$ cat src/hw/fetch_defs.svh
`ifndef FETCH_DEFS_SVH
`define FETCH_DEFS_SVH

// Bus and data width in bits
`define FETCH_XLEN 32

// Word RAM depth
`define FETCH_RAM_WORDS 1024

// Word index width, log2 of the depth
`define FETCH_RAM_AW 10

`endif

$ cat src/hw/fetch_pkg.sv
`include "fetch_defs.svh"

package fetch_pkg;

    // Byte address as seen on every bus
    typedef logic [`FETCH_XLEN-1:0] addr_t;

    // Data or instruction word
    typedef logic [`FETCH_XLEN-1:0] word_t;

    // Upper half of the first word of a misaligned fetch
    typedef logic [`FETCH_XLEN/2-1:0] half_t;

    // One enable per byte lane
    typedef logic [`FETCH_XLEN/8-1:0] sel_t;

    // Word index, address bits above the byte offset
    typedef logic [`FETCH_RAM_AW-1:0] ram_idx_t;

    typedef enum logic [1:0] {
        ST_IDLE,
        ST_FIRST,
        ST_SECOND
    } align_state_e;

endpackage

$ cat src/hw/bus_if.sv
`timescale 1ns/1ps

// Read-only instruction bus
interface ibus_if;
    fetch_pkg::addr_t adr;
    logic             cyc;
    fetch_pkg::word_t rdt;
    logic             ack;

    modport master (output adr, output cyc, input rdt, input ack);
    modport slave  (input adr, input cyc, output rdt, output ack);
endinterface

// Full memory bus with byte enables
interface mem_if;
    fetch_pkg::addr_t adr;
    fetch_pkg::word_t dat;
    fetch_pkg::sel_t  sel;
    logic             we;
    logic             cyc;
    fetch_pkg::word_t rdt;
    logic             ack;

    modport master (
        output adr, output dat, output sel, output we, output cyc,
        input  rdt, input  ack
    );
    modport slave (
        input  adr, input  dat, input  sel, input  we, input  cyc,
        output rdt, output ack
    );
endinterface

$ cat src/hw/bus_arbiter.sv
`timescale 1ns/1ps

module bus_arbiter (
    input  logic  clk,
    input  logic  rst,
    ibus_if.slave i_ibus,
    mem_if.slave  i_dbus,
    mem_if.master o_mem
);

    logic locked;
    logic grant_dbus_q;
    logic grant_dbus;

    // Data bus wins when nothing is in flight
    assign grant_dbus = locked ? grant_dbus_q : i_dbus.cyc;

    always_ff @(posedge clk) begin
        if (rst) begin
            locked       <= 1'b0;
            grant_dbus_q <= 1'b0;
        end else if (!locked && o_mem.cyc) begin
            locked       <= 1'b1;
            grant_dbus_q <= grant_dbus;
        end else if (o_mem.ack) begin
            locked <= 1'b0;
        end
    end

    // Request steering, instruction side is a full-word read
    always_comb begin
        if (grant_dbus) begin
            o_mem.adr = i_dbus.adr;
            o_mem.dat = i_dbus.dat;
            o_mem.sel = i_dbus.sel;
            o_mem.we  = i_dbus.we;
            o_mem.cyc = i_dbus.cyc;
        end else begin
            o_mem.adr = i_ibus.adr;
            o_mem.dat = '0;
            o_mem.sel = '1;
            o_mem.we  = 1'b0;
            o_mem.cyc = i_ibus.cyc;
        end
    end

    // Response goes back to the owner only
    assign i_dbus.rdt = grant_dbus ? o_mem.rdt : '0;
    assign i_dbus.ack = grant_dbus & o_mem.ack;
    assign i_ibus.rdt = grant_dbus ? '0 : o_mem.rdt;
    assign i_ibus.ack = ~grant_dbus & o_mem.ack;

endmodule

$ cat src/flat_wrapper.sv
// flat-port wrapper written by rule: the top's interface ports become plain ports
module bus_arbiter_flat 
  (clk, rst, i_ibus_adr, i_ibus_cyc, i_ibus_rdt, i_ibus_ack, i_dbus_adr, i_dbus_dat, i_dbus_sel, i_dbus_we, i_dbus_cyc, i_dbus_rdt, i_dbus_ack, o_mem_adr, o_mem_dat, o_mem_sel, o_mem_we, o_mem_cyc, o_mem_rdt, o_mem_ack);
  ibus_if i_ibus_i ();
  mem_if i_dbus_i ();
  mem_if o_mem_i ();
  input  logic clk;
  input  logic rst;
  input wire logic [$bits(i_ibus_i.adr)-1:0] i_ibus_adr;
  input wire logic [$bits(i_ibus_i.cyc)-1:0] i_ibus_cyc;
  output wire logic [$bits(i_ibus_i.rdt)-1:0] i_ibus_rdt;
  output wire logic [$bits(i_ibus_i.ack)-1:0] i_ibus_ack;
  input wire logic [$bits(i_dbus_i.adr)-1:0] i_dbus_adr;
  input wire logic [$bits(i_dbus_i.dat)-1:0] i_dbus_dat;
  input wire logic [$bits(i_dbus_i.sel)-1:0] i_dbus_sel;
  input wire logic [$bits(i_dbus_i.we)-1:0] i_dbus_we;
  input wire logic [$bits(i_dbus_i.cyc)-1:0] i_dbus_cyc;
  output wire logic [$bits(i_dbus_i.rdt)-1:0] i_dbus_rdt;
  output wire logic [$bits(i_dbus_i.ack)-1:0] i_dbus_ack;
  output wire logic [$bits(o_mem_i.adr)-1:0] o_mem_adr;
  output wire logic [$bits(o_mem_i.dat)-1:0] o_mem_dat;
  output wire logic [$bits(o_mem_i.sel)-1:0] o_mem_sel;
  output wire logic [$bits(o_mem_i.we)-1:0] o_mem_we;
  output wire logic [$bits(o_mem_i.cyc)-1:0] o_mem_cyc;
  input wire logic [$bits(o_mem_i.rdt)-1:0] o_mem_rdt;
  input wire logic [$bits(o_mem_i.ack)-1:0] o_mem_ack;
  assign i_ibus_i.adr = i_ibus_adr;
  assign i_ibus_i.cyc = i_ibus_cyc;
  assign i_ibus_rdt = i_ibus_i.rdt;
  assign i_ibus_ack = i_ibus_i.ack;
  assign i_dbus_i.adr = i_dbus_adr;
  assign i_dbus_i.dat = i_dbus_dat;
  assign i_dbus_i.sel = i_dbus_sel;
  assign i_dbus_i.we = i_dbus_we;
  assign i_dbus_i.cyc = i_dbus_cyc;
  assign i_dbus_rdt = i_dbus_i.rdt;
  assign i_dbus_ack = i_dbus_i.ack;
  assign o_mem_adr = o_mem_i.adr;
  assign o_mem_dat = o_mem_i.dat;
  assign o_mem_sel = o_mem_i.sel;
  assign o_mem_we = o_mem_i.we;
  assign o_mem_cyc = o_mem_i.cyc;
  assign o_mem_i.rdt = o_mem_rdt;
  assign o_mem_i.ack = o_mem_ack;
  bus_arbiter u_core (.clk(clk), .rst(rst), .i_ibus(i_ibus_i), .i_dbus(i_dbus_i), .o_mem(o_mem_i));
endmodule
$ cat config.mk
export PLATFORM = sky130hd
export DESIGN_NAME = bus_arbiter_flat
export DESIGN_NICKNAME = d
export VERILOG_FILES = /design/src/hw/fetch_pkg.sv /design/src/hw/bus_if.sv /design/src/hw/bus_arbiter.sv /design/src/flat_wrapper.sv
export VERILOG_INCLUDE_DIRS = /design/src /design/src/hw
export SDC_FILE = /design/constraint.sdc
export NUM_CORES = 1
export LEC_CHECK = 0
export ABC_AREA = 1
export BUFFER_PORTS_ARGS = -buffer_cell sky130_fd_sc_hd__clkbuf_2
export CAP_MARGIN = 30
export CORE_AREA = 2 2 107 109
export DETAILED_ROUTE_END_ITERATION = 8
export DIE_AREA = 0 0 109 111
export PLACE_DENSITY = 0.51
export SETUP_SLACK_MARGIN = 0.5
export SYNTH_ARGS = -nofsm -noshare
export SYNTH_HDL_FRONTEND = slang
export SYNTH_SLANG_ARGS = --single-unit
$ cat constraint.sdc
create_clock -name clk -period 1.4 [get_ports clk]
set_clock_uncertainty 0.05 [all_clocks]
set_input_delay 0.21 -clock clk [delete_from_list [all_inputs] [get_ports clk]]
set_output_delay 0.21 -clock clk [all_outputs]
set_load 0.01 [all_outputs]
# After elaboration in Yosys (flattened, before gate mapping)
# Cells that the tools add are included.
[totals]
out_inout_bits = 136
reg_bits = 2
word_cells = 18
inputBits = 138
[op_classes]
n_mux = 10
bitwise = 3
reduce_logical = 3
[ops]
columns = ["operator", "n"]
rows = [
  ["two-way mux 32 bit", 4],
  ["two-way mux 1 bit", 5],
  ["two-way mux 4 bit", 1],
  ["bitwise AND 1 bit", 2],
  ["nonzero test 2 bit", 1],
  ["logical AND 1 bit", 1],
  ["logical NOT 1 bit", 1],
  ["NOT 1 bit", 1],
]

# Longest topological paths before layout
[logic_depth]
ltp_word = 4
ltp_mapped = 7
ltp_nobuf = 5

# Worst setup path before layout
# No wires, ideal clock.
[synth_path]
path_type = "reg2out"
startpoint = "reg u_core.locked"
endpoint = "out i_ibus_rdt[10]"
setup_slack_ns = 0.177
arrival_ns = 0.963
path_stages_with_launch = 7
t_required_ns = 1.140
n_path_buf = 2
path_cell_list = "dfxtp_1 inv_2 nand2_1 nand2_1 buf_4 buf_6 nor2_1"
[synth_between]
elab_chain_len = 2
[synth_rtl]
columns = ["element", "line_no", "text"]
rows = [
  ["start: declaration", "bus_arbiter.sv:11", "logic locked;"],
  ["start signal: assignment", "bus_arbiter.sv:20", "locked <= 1'b0;"],
  ["start signal: assignment", "bus_arbiter.sv:23", "locked <= 1'b1;"],
  ["start signal: assignment", "bus_arbiter.sv:26", "locked <= 1'b0;"],
  ["two-way mux 1 bit", "bus_arbiter.sv:16", "assign grant_dbus = locked ? grant_dbus_q : i_dbus.cyc;"],
  ["two-way mux 32 bit", "bus_arbiter.sv:50", "assign i_ibus.rdt = grant_dbus ? '0 : o_mem.rdt;"],
  ["end: declaration", "flat_wrapper.sv:11", "output wire logic [$bits(i_ibus_i.rdt)-1:0] i_ibus_rdt;"],
]
# No other way between the ends.

# Final worst setup path
[layout_path]
startpoint = "reg u_core.locked"
endpoint = "out i_dbus_rdt[3]"
[layout_between]
elab_chain_len = 2
[layout_rtl]
columns = ["element", "line_no", "text"]
rows = [
  ["two-way mux 1 bit", "bus_arbiter.sv:16", ""],
  ["two-way mux 32 bit", "bus_arbiter.sv:48", "assign i_dbus.rdt = grant_dbus ? o_mem.rdt : '0;"],
  ["end: declaration", "flat_wrapper.sv:18", "output wire logic [$bits(i_dbus_i.rdt)-1:0] i_dbus_rdt;"],
]
# No other way between the ends.

==> impl_results.md <==
- Status: finished, violations left
- Failing checks: setup timing
- Clock-pin transition on the worst setup and hold timing paths: 0.03 ns
- CP Launch Point: u_core.locked
- PnR worst setup slack: -0.2288 ns
- # H-tree levels: 1
- Final worst path period need: 1.629 ns
- Hold Buf Count CTS: 0
- Synth Net Count: 443
- Root buffer cell: clkbuf_16
- Iteration-0 DRC Markers: 51
- Starting Density: 11.79%
- TritonRoute pass-1 iters: 4
- IO Pins: 274
- Max-Cap Viols: 0
- Post-synthesis mux area share: 0%
- Worst-case reg-to-reg path depth: 4
- Setup TNS: -20.64 ns
- Worst endpoint required time: 1.14 ns
- Routed wire length: 9627 um
- Yosys cell types: 13
- Rel. slew slack: 85.70%
- Placement Rows: 39
- WL/cell: 12.92 um
- Clock buffer depth: 2
- Startpoint Class: flip-flop
- CP Capture Type: output port
- TritonCTS Sinks: 2
- Setup Crit Path Kind: flip-flop to output port
- Placed cell area: 3435 um2
- R2r setup slk: 0.54 ns
- Worst r2r dst: u_core.locked
- Worst r2r src: u_core.locked
- Die Width: 109 um
- Power per standard cell area: 612.5 nW/um2
- Global route overflow: 0
- Syn Std Cell Area: 1306 um2
- HP Class: input pin to flip-flop
- Dominant cell type by area after synthesis: nand2_1
- Die height: 111 um
- Fmax: 0.6139 GHz
- Pins over their slew limit: 0
- Vias per cell: 3.834
- Die ar.: 12100 um2
- Largest family of logic cells by synthesized area: simple AND/OR/NAND/NOR gates
- HPWL Detailed: 6334 um
- Crit path DAT: 1.37 ns
- Yosys top cell area share: 29.89%
- Endpoint of the worst setup timing path: i_dbus_rdt[3]
- RSZ-0062 raised after global routing: yes
- Syn Inst Count: 305
- Antenna cell count: 0
- Crit-path max FO: 6
- Final net count: 742
- Vias in the first global route: 2460
- Area grow syn2layout: 269.8%
- Adder-cell share of the synthesized area: 0%
- Worst VDD drop: 0.3098 mV
- DR vias: 2856
- Layout cells sized above 1: 79.07%
- GP Congestion: 0.8307
- Largest net degree at the start of global routing: 33
- Port Buf Inserts: 273
- First-pass GRT wire length: 11140 um
- Setup WS pre-CTS: -0.01642 ns
- Synth Area in XOR/XNOR: 0%
- Mean Syn Cell Area: 4.283 um2
- Final setup violating endpoints: 136
- Total CTS buffers: 3
- Clock Latency Late Sink: 0.22 ns
- Endpoints failing hold: 0
- Post-synthesis simple-gate area fraction: 61.69%
- Actual slew at the worst max-slew pin: 0.2142 ns
- Fillcell total: 1057
- Core area: 11080 um2
- Antenna Nets Post-Route: 0
- GR Util All Layers: 11.45%
- Largest cells by area after synthesis: nand2_1 (30%), nor2_1 (29%), inv_1 (20%), buf_6 (12%), dfxtp_1 (3.1%)
- Yosys reg bits: 2
- CTS tree: yes
- Lkg Pwr: 2.738 nW
- Ys Warns: 0
- DRC violations left: 0
- Sequential share of the synthesized area: 3.065%
- Compound-gate portion of the synthesized area: 0.7663%
- Initial antenna violation count: 0
- Tcrit/Tclk final: 116.3%
- Post-Layout Inst Area: 4831 um2
-- area by class of cell --
class	count	area, um2	area share (%)
Clock buffer	3	75.07	1.554
Inverter	72	275.3	5.698
Multi-Input combinational cell	214	1683	34.84
Sequential cell	2	45.04	0.9324
Tap cell	143	178.9	3.704
Timing Repair Buffer	311	2574	53.28
-- critical path, stage by stage, from the launching register on --
cell and delay (ns):
dfxtp_4 0.38, inv_6 0.06, nand2_8 0.09, nand2_8 0.09, buf_12 0.16, buf_8 0.13, nor2_2 0.09, buf_2 0.14
-- per-stage QoR --
stage	util, %	power [W]	hold WS, ns	cells
after global routing	43.61	0.003125	0.2156	745
final	43.61	0.002959	0.1779	745
after CTS	34.11	0.002339	0.1817	734
after floorplan	-	0.001046	0.2946	305
after detailed placement	31.01	0.001699	0.4093	723
after global placement	31.01	0.001694	0.4097	723
-- cells in the mapped netlist, drive strengths merged --
cell   instances
buf           18
dfxtp          2
inv           72
nand2        105
nand3          1
nor2         101
o21ai          2
or2            4
-- worst min path at each step --
stage	start	end	cells after the start
final	rst	u_core.grant_dbus_q	4
after global routing	rst	u_core.grant_dbus_q	4
after CTS	rst	u_core.grant_dbus_q	4
after detailed placement	rst	u_core.grant_dbus_q	4
after global placement	rst	u_core.grant_dbus_q	4
after floorplan	i_ibus_cyc	u_core.locked	2
-- registers in the layout (all words and copies together), names as in the netlist --
| register | flops |
|---|---|
| u_core.grant_dbus_q | 1 |
| u_core.locked | 1 |
-- timing repair --
item	CTS	global route
endpoints found under the hold margin	0	0
setup buffers	5	2
pin swaps	1	8
resized for setup	35	261
setup endpoints to repair	136	136
gates cloned	3	9
-- placed cells by master, fill, tap and decap left out --
cell type,count
clkbuf_16,10
dfxtp_2,1
clkbuf_2,166
nand2_1,47
nor2_1,4
buf_2,24
inv_6,1
o21ai_1,1
or2_4,2
nand2_8,4
clkbuf_8,2
inv_2,1
dfxtp_4,1
buf_8,9
o21ai_0,1
nand3_1,1
buf_12,10
nor2_4,69
buf_4,3
buf_16,3
or2_1,2
nand2_4,14
inv_1,70
nand2_2,41
buf_6,87
nor2_2,28
-- routing by layer --
metal	vias up	track usage [%]	routed length, um
met4	0	1.282	25
li1	1436	-	-
met2	129	23.56	5656
met5	-	0	0
met1	1287	12.27	3322
met3	4	1.411	623
-- power by group --
part,total (W),internal [W],switching [W],leakage [nW]
combinational,0.00246,0.00128,0.00118,2.68
clock,0.000430,0.000364,0.0000669,0.0370
sequential,0.0000717,0.0000631,0.00000855,0.0175
total,0.00296,0.00171,0.00125,2.74
-- logic make-up after synthesis --
logic type      count (synthesis)
buf+inv                        90
simple gates                  211
flops                           2
compound gates                  2
Note: power is estimated with default switching activity, not from simulation.
