File: src/hw/fetch_defs.svh
`ifndef FETCH_DEFS_SVH
`define FETCH_DEFS_SVH

// Bus and data width in bits
`define FETCH_XLEN 32

// Word RAM depth
`define FETCH_RAM_WORDS 1024

// Word index width, log2 of the depth
`define FETCH_RAM_AW 10

`endif

File: src/hw/fetch_pkg.sv
`include "fetch_defs.svh"

package fetch_pkg;

    // Byte address as seen on every bus
    typedef logic [`FETCH_XLEN-1:0] addr_t;

    // Data or instruction word
    typedef logic [`FETCH_XLEN-1:0] word_t;

    // Upper half of the first word of a misaligned fetch
    typedef logic [`FETCH_XLEN/2-1:0] half_t;

    // One enable per byte lane
    typedef logic [`FETCH_XLEN/8-1:0] sel_t;

    // Word index, address bits above the byte offset
    typedef logic [`FETCH_RAM_AW-1:0] ram_idx_t;

    typedef enum logic [1:0] {
        ST_IDLE,
        ST_FIRST,
        ST_SECOND
    } align_state_e;

endpackage

File: src/hw/bus_if.sv
`timescale 1ns/1ps

// Read-only instruction bus
interface ibus_if;
    fetch_pkg::addr_t adr;
    logic             cyc;
    fetch_pkg::word_t rdt;
    logic             ack;

    modport master (output adr, output cyc, input rdt, input ack);
    modport slave  (input adr, input cyc, output rdt, output ack);
endinterface


File: src/hw/ibus_aligner.sv
`timescale 1ns/1ps

module ibus_aligner #(
    parameter int ALIGN = 1
) (
    input  logic   clk,
    input  logic   rst,
    ibus_if.slave  i_core,
    ibus_if.master o_mem
);

    generate
        if (ALIGN != 0) begin : g_align
            localparam int HW = $bits(fetch_pkg::half_t);
            localparam int XW = $bits(fetch_pkg::word_t);

            fetch_pkg::align_state_e state;
            fetch_pkg::align_state_e next_state;
            fetch_pkg::half_t        hold_hi;
            fetch_pkg::addr_t        word_adr;
            fetch_pkg::word_t        joined_rdt;
            logic                    misaligned;
            logic                    addr_next;
            logic                    ack_en;
            logic                    join_rdt;
            logic                    cyc_en;
            logic                    load_hold;

            assign misaligned = i_core.adr[1];

            // Byte offset dropped, RAM ignores it anyway
            assign word_adr = i_core.adr & ~fetch_pkg::addr_t'(3);

            // Datapath
            assign o_mem.adr = addr_next ? word_adr + fetch_pkg::addr_t'(4) : word_adr;
            assign o_mem.cyc = i_core.cyc & cyc_en;

            assign joined_rdt = {o_mem.rdt[HW-1:0], hold_hi};

            assign i_core.rdt = join_rdt ? joined_rdt : o_mem.rdt;
            assign i_core.ack = o_mem.ack & ack_en;

            // Upper half of the first word
            always_ff @(posedge clk) begin
                if (load_hold && o_mem.ack) begin
                    hold_hi <= o_mem.rdt[XW-1 -: HW];
                end
            end

            always_ff @(posedge clk) begin
                if (rst) begin
                    state <= fetch_pkg::ST_IDLE;
                end else begin
                    state <= next_state;
                end
            end

            // Moore outputs
            always_comb begin
                addr_next = 1'b0;
                ack_en    = 1'b1;
                join_rdt  = 1'b0;
                cyc_en    = 1'b1;
                load_hold = 1'b0;
                case (state)
                    fetch_pkg::ST_IDLE: begin
                        // Misaligned request waits a cycle before the first read
                        cyc_en = ~misaligned;
                    end
                    fetch_pkg::ST_FIRST: begin
                        ack_en    = 1'b0;
                        load_hold = 1'b1;
                    end
                    fetch_pkg::ST_SECOND: begin
                        addr_next = 1'b1;
                        join_rdt  = 1'b1;
                    end
                    default: begin
                        cyc_en = 1'b0;
                        ack_en = 1'b0;
                    end
                endcase
            end

            // Next state
            always_comb begin
                next_state = state;
                case (state)
                    fetch_pkg::ST_IDLE: begin
                        if (i_core.cyc && misaligned) begin
                            next_state = fetch_pkg::ST_FIRST;
                        end
                    end
                    fetch_pkg::ST_FIRST: begin
                        if (o_mem.ack) begin
                            next_state = fetch_pkg::ST_SECOND;
                        end
                    end
                    fetch_pkg::ST_SECOND: begin
                        if (o_mem.ack) begin
                            next_state = fetch_pkg::ST_IDLE;
                        end
                    end
                    default: begin
                        next_state = fetch_pkg::ST_IDLE;
                    end
                endcase
            end
        end else begin : g_pass
            // No split, straight through
            assign o_mem.adr  = i_core.adr;
            assign o_mem.cyc  = i_core.cyc;
            assign i_core.rdt = o_mem.rdt;
            assign i_core.ack = o_mem.ack;
        end
    endgenerate

endmodule

File: src/flat_wrapper.sv
// flat-port wrapper written by rule: the top's interface ports become plain ports
module ibus_aligner_flat 
#(
    parameter int ALIGN = 1
)
  (clk, rst, i_core_adr, i_core_cyc, i_core_rdt, i_core_ack, o_mem_adr, o_mem_cyc, o_mem_rdt, o_mem_ack);
  ibus_if i_core_i ();
  ibus_if o_mem_i ();
  input  logic clk;
  input  logic rst;
  input wire logic [$bits(i_core_i.adr)-1:0] i_core_adr;
  input wire logic [$bits(i_core_i.cyc)-1:0] i_core_cyc;
  output wire logic [$bits(i_core_i.rdt)-1:0] i_core_rdt;
  output wire logic [$bits(i_core_i.ack)-1:0] i_core_ack;
  output wire logic [$bits(o_mem_i.adr)-1:0] o_mem_adr;
  output wire logic [$bits(o_mem_i.cyc)-1:0] o_mem_cyc;
  input wire logic [$bits(o_mem_i.rdt)-1:0] o_mem_rdt;
  input wire logic [$bits(o_mem_i.ack)-1:0] o_mem_ack;
  assign i_core_i.adr = i_core_adr;
  assign i_core_i.cyc = i_core_cyc;
  assign i_core_rdt = i_core_i.rdt;
  assign i_core_ack = i_core_i.ack;
  assign o_mem_adr = o_mem_i.adr;
  assign o_mem_cyc = o_mem_i.cyc;
  assign o_mem_i.rdt = o_mem_rdt;
  assign o_mem_i.ack = o_mem_ack;
  ibus_aligner #(.ALIGN(ALIGN)) u_core (.clk(clk), .rst(rst), .i_core(i_core_i), .o_mem(o_mem_i));
endmodule
File: config.mk
export PLATFORM = sky130hd
export DESIGN_NAME = ibus_aligner_flat
export DESIGN_NICKNAME = d
export VERILOG_FILES = /design/src/hw/fetch_pkg.sv /design/src/hw/bus_if.sv /design/src/hw/ibus_aligner.sv /design/src/flat_wrapper.sv
export VERILOG_INCLUDE_DIRS = /design/src /design/src/hw
export SDC_FILE = /design/constraint.sdc
export NUM_CORES = 1
export LEC_CHECK = 0
export BUFFER_PORTS_ARGS = -buffer_cell sky130_fd_sc_hd__buf_4
export CELL_PAD_IN_SITES_DETAIL_PLACEMENT = 0
export CELL_PAD_IN_SITES_GLOBAL_PLACEMENT = 1
export CORE_UTILIZATION = 30
export DETAILED_ROUTE_END_ITERATION = 6
export PLACE_DENSITY = 0.92
export SYNTH_ARGS = -nofsm -noshare
export SYNTH_HDL_FRONTEND = slang
export SYNTH_SLANG_ARGS = --single-unit
File: constraint.sdc
create_clock -name clk -period 2.7 [get_ports clk]
set_clock_uncertainty 0.1 [all_clocks]
set_input_delay 0.135 -clock clk [delete_from_list [all_inputs] [get_ports clk]]
set_output_delay 0.135 -clock clk [all_outputs]
set_load 0.02 [all_outputs]
* After elaboration in Yosys (flattened, before gate mapping)
Cells that the tools add are included.
Cells by class: bitwise operators 3, muxes and demuxes 10, add/subtract/negate cells 1, equal/unequal tests 5, reduce and logical (&&, ||, !) cells 6
Operator list (count):
- 32-bit 2-to-1 mux | 2
- 32-bit by 3-bit adder with 32-bit output (second input constant) | 1
- 2-bit 2-to-1 mux | 3
- 2-bit case mux with 3 select lines | 1
- 2-bit inequality test (second input constant) | 2
- 2-bit OR reduction | 2
- 1-bit 2-to-1 mux | 3
- 3-bit AND reduction | 1
- 1-bit AND | 2
- 2-bit by 1-bit == test with 1-bit output (second input constant) | 1
- 2-bit == test (second input constant) | 1
- 1-bit logical AND | 2
- 2-bit zero test | 1
- 2-bit by 1-bit inequality test with 1-bit output (second input constant) | 1
- 1-bit case mux with 2 select lines | 1
- 1-bit inverter | 1
Word-level totals: flip-flop bits (word level) 18, logic and storage cells 27

* Logic depth before layout (Yosys ltp)
Gate-level depths: netlist of run 1.
depth after elaboration 4, gate-level depth with buffers 7, gate-level depth less buffers 6

* Worst setup path before layout of run 1
Ideal clock, no wire load.
path kind register to output, start register u_core.g_align.state[0], end output port o_mem_adr[24], cell stages (with the launch flop) 7, setup slack 0.649 ns, required time 2.465 ns, data arrival time 1.816 ns, cell sequence dfxtp_1 > inv_1 > ha_1 > nand4_1 > nor4_4 > nand4_1 > xnor2_1
Between the ends: longest elaborated chain between the ends 3
Ends and longest elaborated chain:
- from (decl) | RTL line ibus_aligner.sv:17 | fetch_pkg::align_state_e state;
- from (signal assigned) | RTL line ibus_aligner.sv:52 | state <= fetch_pkg::ST_IDLE;
- from (signal assigned) | RTL line ibus_aligner.sv:54 | state <= next_state;
- 2-bit == test | RTL line ibus_aligner.sv:65 | case (state)
- 1-bit 2-to-1 mux | RTL line ibus_aligner.sv:65
- 32-bit 2-to-1 mux | RTL line ibus_aligner.sv:35 | assign o_mem.adr = addr_next ? word_adr + fetch_pkg::addr_t'(4) : word_adr;
- to (decl) | RTL line flat_wrapper.sv:15 | output wire logic [$bits(o_mem_i.adr)-1:0] o_mem_adr;
No other way between the ends.

* Final worst setup path of run 1
start register u_core.g_align.state[0], end output port o_mem_adr[28]
Same word-level chain as after synthesis.

==> flow_metrics.py, run 1 <==
metrics = {
    "run_status": {
        "status": "finished, final reports clean",
    },
    "timing": {
        "fin_crit_sh_pct": 90.6,
        "slew_violations": 0,
        "setup_tns_ps": 0,
        "relSlewSlack_pct": 49.5,
        "finalSetupViolCount": 0,
        "hold_viol": 0,
        "period_needed_ps": 2450,
        "rsz0062_at_grt": "no",
        "tightestPinTransition_ps": 758,
        "max_clock_freq_mhz": 409,
    },
    "global_routing": {
        "overflow": 0,
        "antenna_found_initial": 0,
        "grt_max_degree": 21,
        "track_usage_pct": 16.7,
        "grt_pass1_vias": 1817,
        "grt_pass1_wl_um": 8120,
    },
    "cts": {
        "cts_max_level": 1,
        "cts.clk_slew.worst_paths_ps": 70,
        "cts_root_buf": "clkbuf_8",
        "clockBufferDepth": 2,
        "tritoncts": "yes",
        "cts_buffers": 3,
        "clock_sinks": 18,
        "cts_setup_buffers": 0,
        "ctsResizeCount": 0,
        "clk_latency_ps": 250,
    },
    "die": {
        "die_x_um": 77.1,
        "rows": 26,
        "initial_core_util_pct": 32.1,
        "die_area_um2": 5940,
        "die_h_um": 77.1,
        "core_um2": 5270,
        "ios": 134,
    },
    "detailed_routing": {
        "drt.antenna.violating_nets": 0,
        "drt_wl_total_um": 5060,
        "vias": 1777,
        "initialDrtViolationCount": 71,
        "drcViolationCount": 0,
        "dr.pass1.iters": 4,
        "routedWlPerCell_um": 13.4,
        "viasPerCell": 4.70,
    },
    "final_layout": {
        "layout-drive-gt1-share_pct": 56.5,
        "diodes": 0,
        "layout.cells.non_filler": 378,
        "syn_to_final_growth_pct": 74.9,
        "nets": 384,
        "post-route-util_pct": 56.1,
    },
    "power_and_ir_drop": {
        "switching_share_pct": 37.3,
        "p_per_area_nw_per_um2": 485,
        "p_seq_share_pct": 27.1,
        "ir_drop_mv": 0.369,
        "p_leak_nw": 1.31,
        "p_sw_mw": 0.535,
        "clock_power_share_pct": 15.5,
        "pwr-share-comb_pct": 57.4,
        "intPower_mw": 0.899,
    },
    "placement": {
        "io_buffers": 130,
        "globalplace.congestion": 0.789,
        "hpwl_um": 3970,
        "dp_cells": 357,
    },
    "critical_path": {
        "cp.arrival_ps": 2210,
        "worstSetupPathType": "reg -> out",
        "startpoint_type": "flop",
        "cp-end-kind": "primary output",
        "cp.required_ps": 2470,
        "crit_fanout": 7,
    },
    "synth": {
        "syn_avg_cell_area_um2": 10.5,
        "synth.largest_area_cell": "edfxtp_1",
        "synth-seq-cells": 18,
        "synth_area_um2": 1690,
        "yosysSeqAreaShare_pct": 30.8,
        "syn_inst": 161,
        "synth.top_cell.area_share_pct": 28.4,
        "yosysWarnings": 0,
        "yosys-top-cells-area": "edfxtp_1, mux2_2, xnor2_1",
        "yosys.cell_types.count": 30,
    },
    "min_path": {
        "hold_path.class": "in -> reg",
    },
    "run": {
        "drv_cap": 0,
    },
}
[registers in the layout (all words and copies together) (netlist names)]
signal	cells
u_core.g_align.state	2
u_core.g_align.hold_hi	16
[through the flow]
step / setup slack, ps / power (mW) / cell area (µm²) / hold WS (ps)
after CTS: 218 / 1.45 / 2960 / 271
after global placement: 571 / 1.20 / 2730 / 203
after global routing: 58.7 / 1.51 / 2960 / 291
after floorplan: 649 / 0.861 / 1700 / 107
after detailed placement: 500 / 1.20 / 2730 / 207
final: 255 / 1.43 / 2960 / 265
[cell usage after synthesis, drive strengths merged]
cell type / count
mux2: 33
and4: 4
nor2: 7
a2bb2oi: 1
mux2i: 2
nor3: 7
or3: 1
xor2: 12
a21oi: 1
nand2: 11
nor3b: 1
o21a: 1
inv: 4
edfxtp: 16
buf: 6
dfxtp: 2
clkbuf: 1
and3: 2
nor4: 3
nand3: 8
conb: 1
ha: 7
nand4: 11
xnor2: 17
and2: 2
[worst paths after layout]
kind | from | endpoint | slack (ps) | cells after the start
worst max-delay path | u_core.g_align.state[0] | o_mem_adr[28] | 250 | 7
worst min-delay path | i_core_cyc | u_core.g_align.state[1] | 270 | 5
worst max register to register | u_core.g_align.state[0] | u_core.g_align.state[0] | 880 | 7
worst min register to register | u_core.g_align.state[1] | u_core.g_align.state[1] | 460 | 2
[final cells by class]
type                            count  area (µm²)
Tap cell                           70        87.6
Timing Repair Buffer              149        1160
Multi-Input combinational cell    133        1120
Sequential cell                    18         520
Clock buffer                        4        55.1
Inverter                            4        15.0
Fill cell                         470        2310
[power by group through the flow]
stage          Clock (mW)  Combinational [mW]  Sequential, mW
2_1_floorplan           0               0.474           0.387
3_3_place_gp            0               0.804           0.392
3_5_place_dp            0               0.809           0.395
4_1_cts             0.229               0.833           0.388
5_1_grt             0.238               0.882           0.394
6_report            0.223               0.823           0.388
[cells by family (layout without fill, tap and decap cells)]
kind of cell / after synthesis / in the layout / share of synthesized area [%]
AND/OR/NAND/NOR: 57 / 57 / 21.0
flip-flops: 18 / 18 / 30.8
multiplexers: 35 / 35 / 23.2
AO/OA/AOI/OAI: 3 / 3 / 1.26
XOR/XNOR: 29 / 29 / 15.0
other: 1 / 2 / 0.222
buffers and inverters: 11 / 157 / 3.40
adder cells (fa/ha/maj): 7 / 7 / 5.18
[worst max-delay path, cell delays in order (launching register included)]
cell and delay, ps:
dfxtp_1 350, inv_1 120, ha_2 220, nand4_1 230, nor4_4 540, nand3_1 150, xnor2_1 180, buf_4 170
[routing by layer]
metal  track usage [%]  part of all wire (%)  vias up  routed length, µm
met2              33.2                    53       95               2660
met1              17.0                    37      791               1900
li1                  -                     -      883                  -
met4              4.72                   1.9        0                 94
met3              3.93                   8.0        8                405
met5                 0                     0        -                  0
[what timing repair did]
| item | CTS | global route |
|---|---|---|
| hold buffers | 17 | 0 |
| endpoints found under the hold margin | 18 | 0 |
| setup endpoints to repair | 0 | 0 |
[layout by cell type, fill, tap and decap left out, drive strengths merged, types with 3 or more instances in the layout]
cell,count
buf,132
mux2,33
xnor2,17
dlygate4sd3,17
edfxtp,16
xor2,12
nand2,11
nand4,11
nand3,8
nor2,7
nor3,7
ha,7
inv,4
and4,4
clkbuf,4
nor4,3
Power figures use the tool's default switching activity.
==> run 2: changes to the inputs <==
- CORE_UTILIZATION: 30 -> 25
- PLACE_DENSITY: 0.92 -> 0.82
- clock period: 2.7 -> 2.15 ns (I/O delays scaled with it)
==> flow_metrics.py, run 2 (synthesis gave the netlist of run 1 again) <==
metrics = {
    "power_and_ir_drop": {
        "clock_power_share_pct": 15.5,
        "ir_drop_mv": 0.384,
        "p_leak_nw": 1.33,
        "intPower_mw": 1.14,
        "p_seq_share_pct": 27.2,
        "pwr-share-comb_pct": 57.3,
        "p_sw_mw": 0.692,
        "p_per_area_nw_per_um2": 604,
        "switching_share_pct": 37.7,
    },
    "timing": {
        "hold_slack_ps": 246,
        "hold_viol": 0,
        "period_needed_ps": 2080,
        "finalSetupViolCount": 0,
        "slew_violations": 0,
        "max_clock_freq_mhz": 481,
        "fin_crit_sh_pct": 96.8,
        "rsz0062_at_grt": "yes",
    },
    "detailed_routing": {
        "drt.antenna.violating_nets": 0,
        "drcViolationCount": 16,
        "routedWlPerCell_um": 12.8,
        "dr.pass1.iters": 6,
        "initialDrtViolationCount": 47,
        "drt_wl_total_um": 4980,
        "viasPerCell": 4.67,
        "vias": 1817,
    },
    "final_layout": {
        "top_register": "u_core.g_align.hold_hi",
        "nets": 388,
        "layout_commonest_cell": "buf_4",
        "fin_area_um2": 3040,
        "multiInputGateArea_um2": 1150,
        "syn_to_final_growth_pct": 79.6,
        "layout-drive-gt1-share_pct": 59.6,
        "final_cell_mix": "buf_4, mux2_2, xnor2_1, dlygate4sd3_1, edfxtp_1",
        "diodes": 0,
        "num-fill-cells": 638,
        "reg_top3": "u_core.g_align.hold_hi (16), u_core.g_align.state (2)",
        "register_area_um2": 526,
        "largest_reg_flops": 16,
    },
    "min_path": {
        "hold_path.startpoint": "i_core_cyc",
        "worstHoldPathCells": 5,
        "holdPathEnd": "u_core.g_align.state[1]",
        "hold_path.class": "in -> reg",
    },
    "global_routing": {
        "track_usage_pct": 13.5,
        "overflow": 0,
        "grt_pass1_vias": 1709,
        "grt_pass1_wl_um": 7870,
        "antenna_found_initial": 0,
        "grt_max_degree": 37,
    },
    "critical_path": {
        "timing.rr.start": "u_core.g_align.state[0]",
        "r2r-end": "u_core.g_align.state[0]",
        "cp.arrival_ps": 1870,
        "reg2regPathDepth": 7,
        "worstSetupPathType": "reg -> out",
        "cp.required_ps": 1940,
        "startpoint_type": "flop",
        "crit_fanout": 5,
        "cp-end-kind": "primary output",
        "ff2ff_setup_slack_ps": 340,
    },
    "die": {
        "rows": 29,
        "core_um2": 6460,
        "ios": 134,
        "initial_core_util_pct": 26.2,
        "die_h_um": 84.3,
        "die_x_um": 84.3,
        "die_area_um2": 7100,
    },
    "run": {
        "drv_cap": 0,
    },
    "cts": {
        "cts_buffers": 3,
        "tritoncts": "yes",
        "cts.clk_slew.worst_paths_ps": 70,
        "clk_latency_ps": 250,
        "cts_max_level": 1,
        "clock_sinks": 18,
        "clockBufferDepth": 2,
        "cts_root_buf": "clkbuf_8",
    },
    "placement": {
        "globalplace.congestion": 0.763,
        "io_buffers": 130,
        "postPlaceCellArea_um2": 2740,
        "hpwl_um": 3970,
    },
    "run_status": {
        "violations": "DRC",
        "status": "finished, violations left",
    },
}
-- run 2: cell count changes in the layout (fill, tap and decap cells not counted), sizes merged --
cell	previous run	this run
buf	132	136
-- run 2: worst max path at each step --
stage	to	startpoint
6_report	o_mem_adr[31]	u_core.g_align.state[0]
4_1_cts	o_mem_adr[24]	u_core.g_align.state[1]
3_3_place_gp	o_mem_adr[24]	u_core.g_align.state[0]
5_1_grt	o_mem_adr[31]	u_core.g_align.state[0]
2_1_floorplan	o_mem_adr[24]	u_core.g_align.state[0]
3_5_place_dp	o_mem_adr[20]	u_core.g_align.state[0]
-- run 2: per-layer routing --
layer,GRT usage [%],vias up,wire length (µm)
li1,-,892,-
met1,15.4,845,1960
met2,25.5,76,2600
met3,3.24,4,380
met4,2.66,0,40
met5,0,-,0
-- run 2: layout make-up --
class | instances | area share, %
Timing Repair Buffer | 153 | 39.2
Multi-Input combinational cell | 133 | 37.9
Sequential cell | 18 | 17.3
Tap cell | 77 | 3.17
Clock buffer | 4 | 1.81
Inverter | 4 | 0.577
-- run 2: stage by stage --
stage / util, % / TNS, ps / cells / setup WS (ps) / power (mW)
after global placement: 42.5 / 0 / 364 / 63.4 / 1.51
after global routing: 47.0 / -240 / 389 / -44.9 / 1.95
after floorplan: - / 0 / 162 / 126 / 1.08
final: 47.0 / 0 / 389 / 68.9 / 1.84
after CTS: 46.5 / 0 / 388 / 4.22 / 1.84
after detailed placement: 42.5 / 0 / 364 / 10.0 / 1.52
-- run 2: worst max-delay path, cell delays in order (launching register included) --
cell and delay, ps:
dfxtp_4 370, inv_4 70, ha_4 150, and4_4 230, nand4_1 150, buf_4 180, nor4_4 140, xor2_1 170
buf_4 160
-- run 2: repair_timing --
item                                    in CTS  in global routing
cloned                                       0                  0
resized for setup                            5                  7
pin swaps                                    5                  5
buffers inserted                             3                  1
hold buffers                                17                  0
endpoints found under the hold margin       18                  0
endpoints found under the setup margin      20                 14
-- run 2: power by group through the flow --
stage	combinational, mW	sequential (mW)	clock, mW
final	1.05	0.500	0.284
after global routing	1.13	0.507	0.305
after CTS	1.06	0.492	0.292
after detailed placement	1.02	0.495	0
after global placement	1.02	0.490	0
after floorplan	0.595	0.486	0
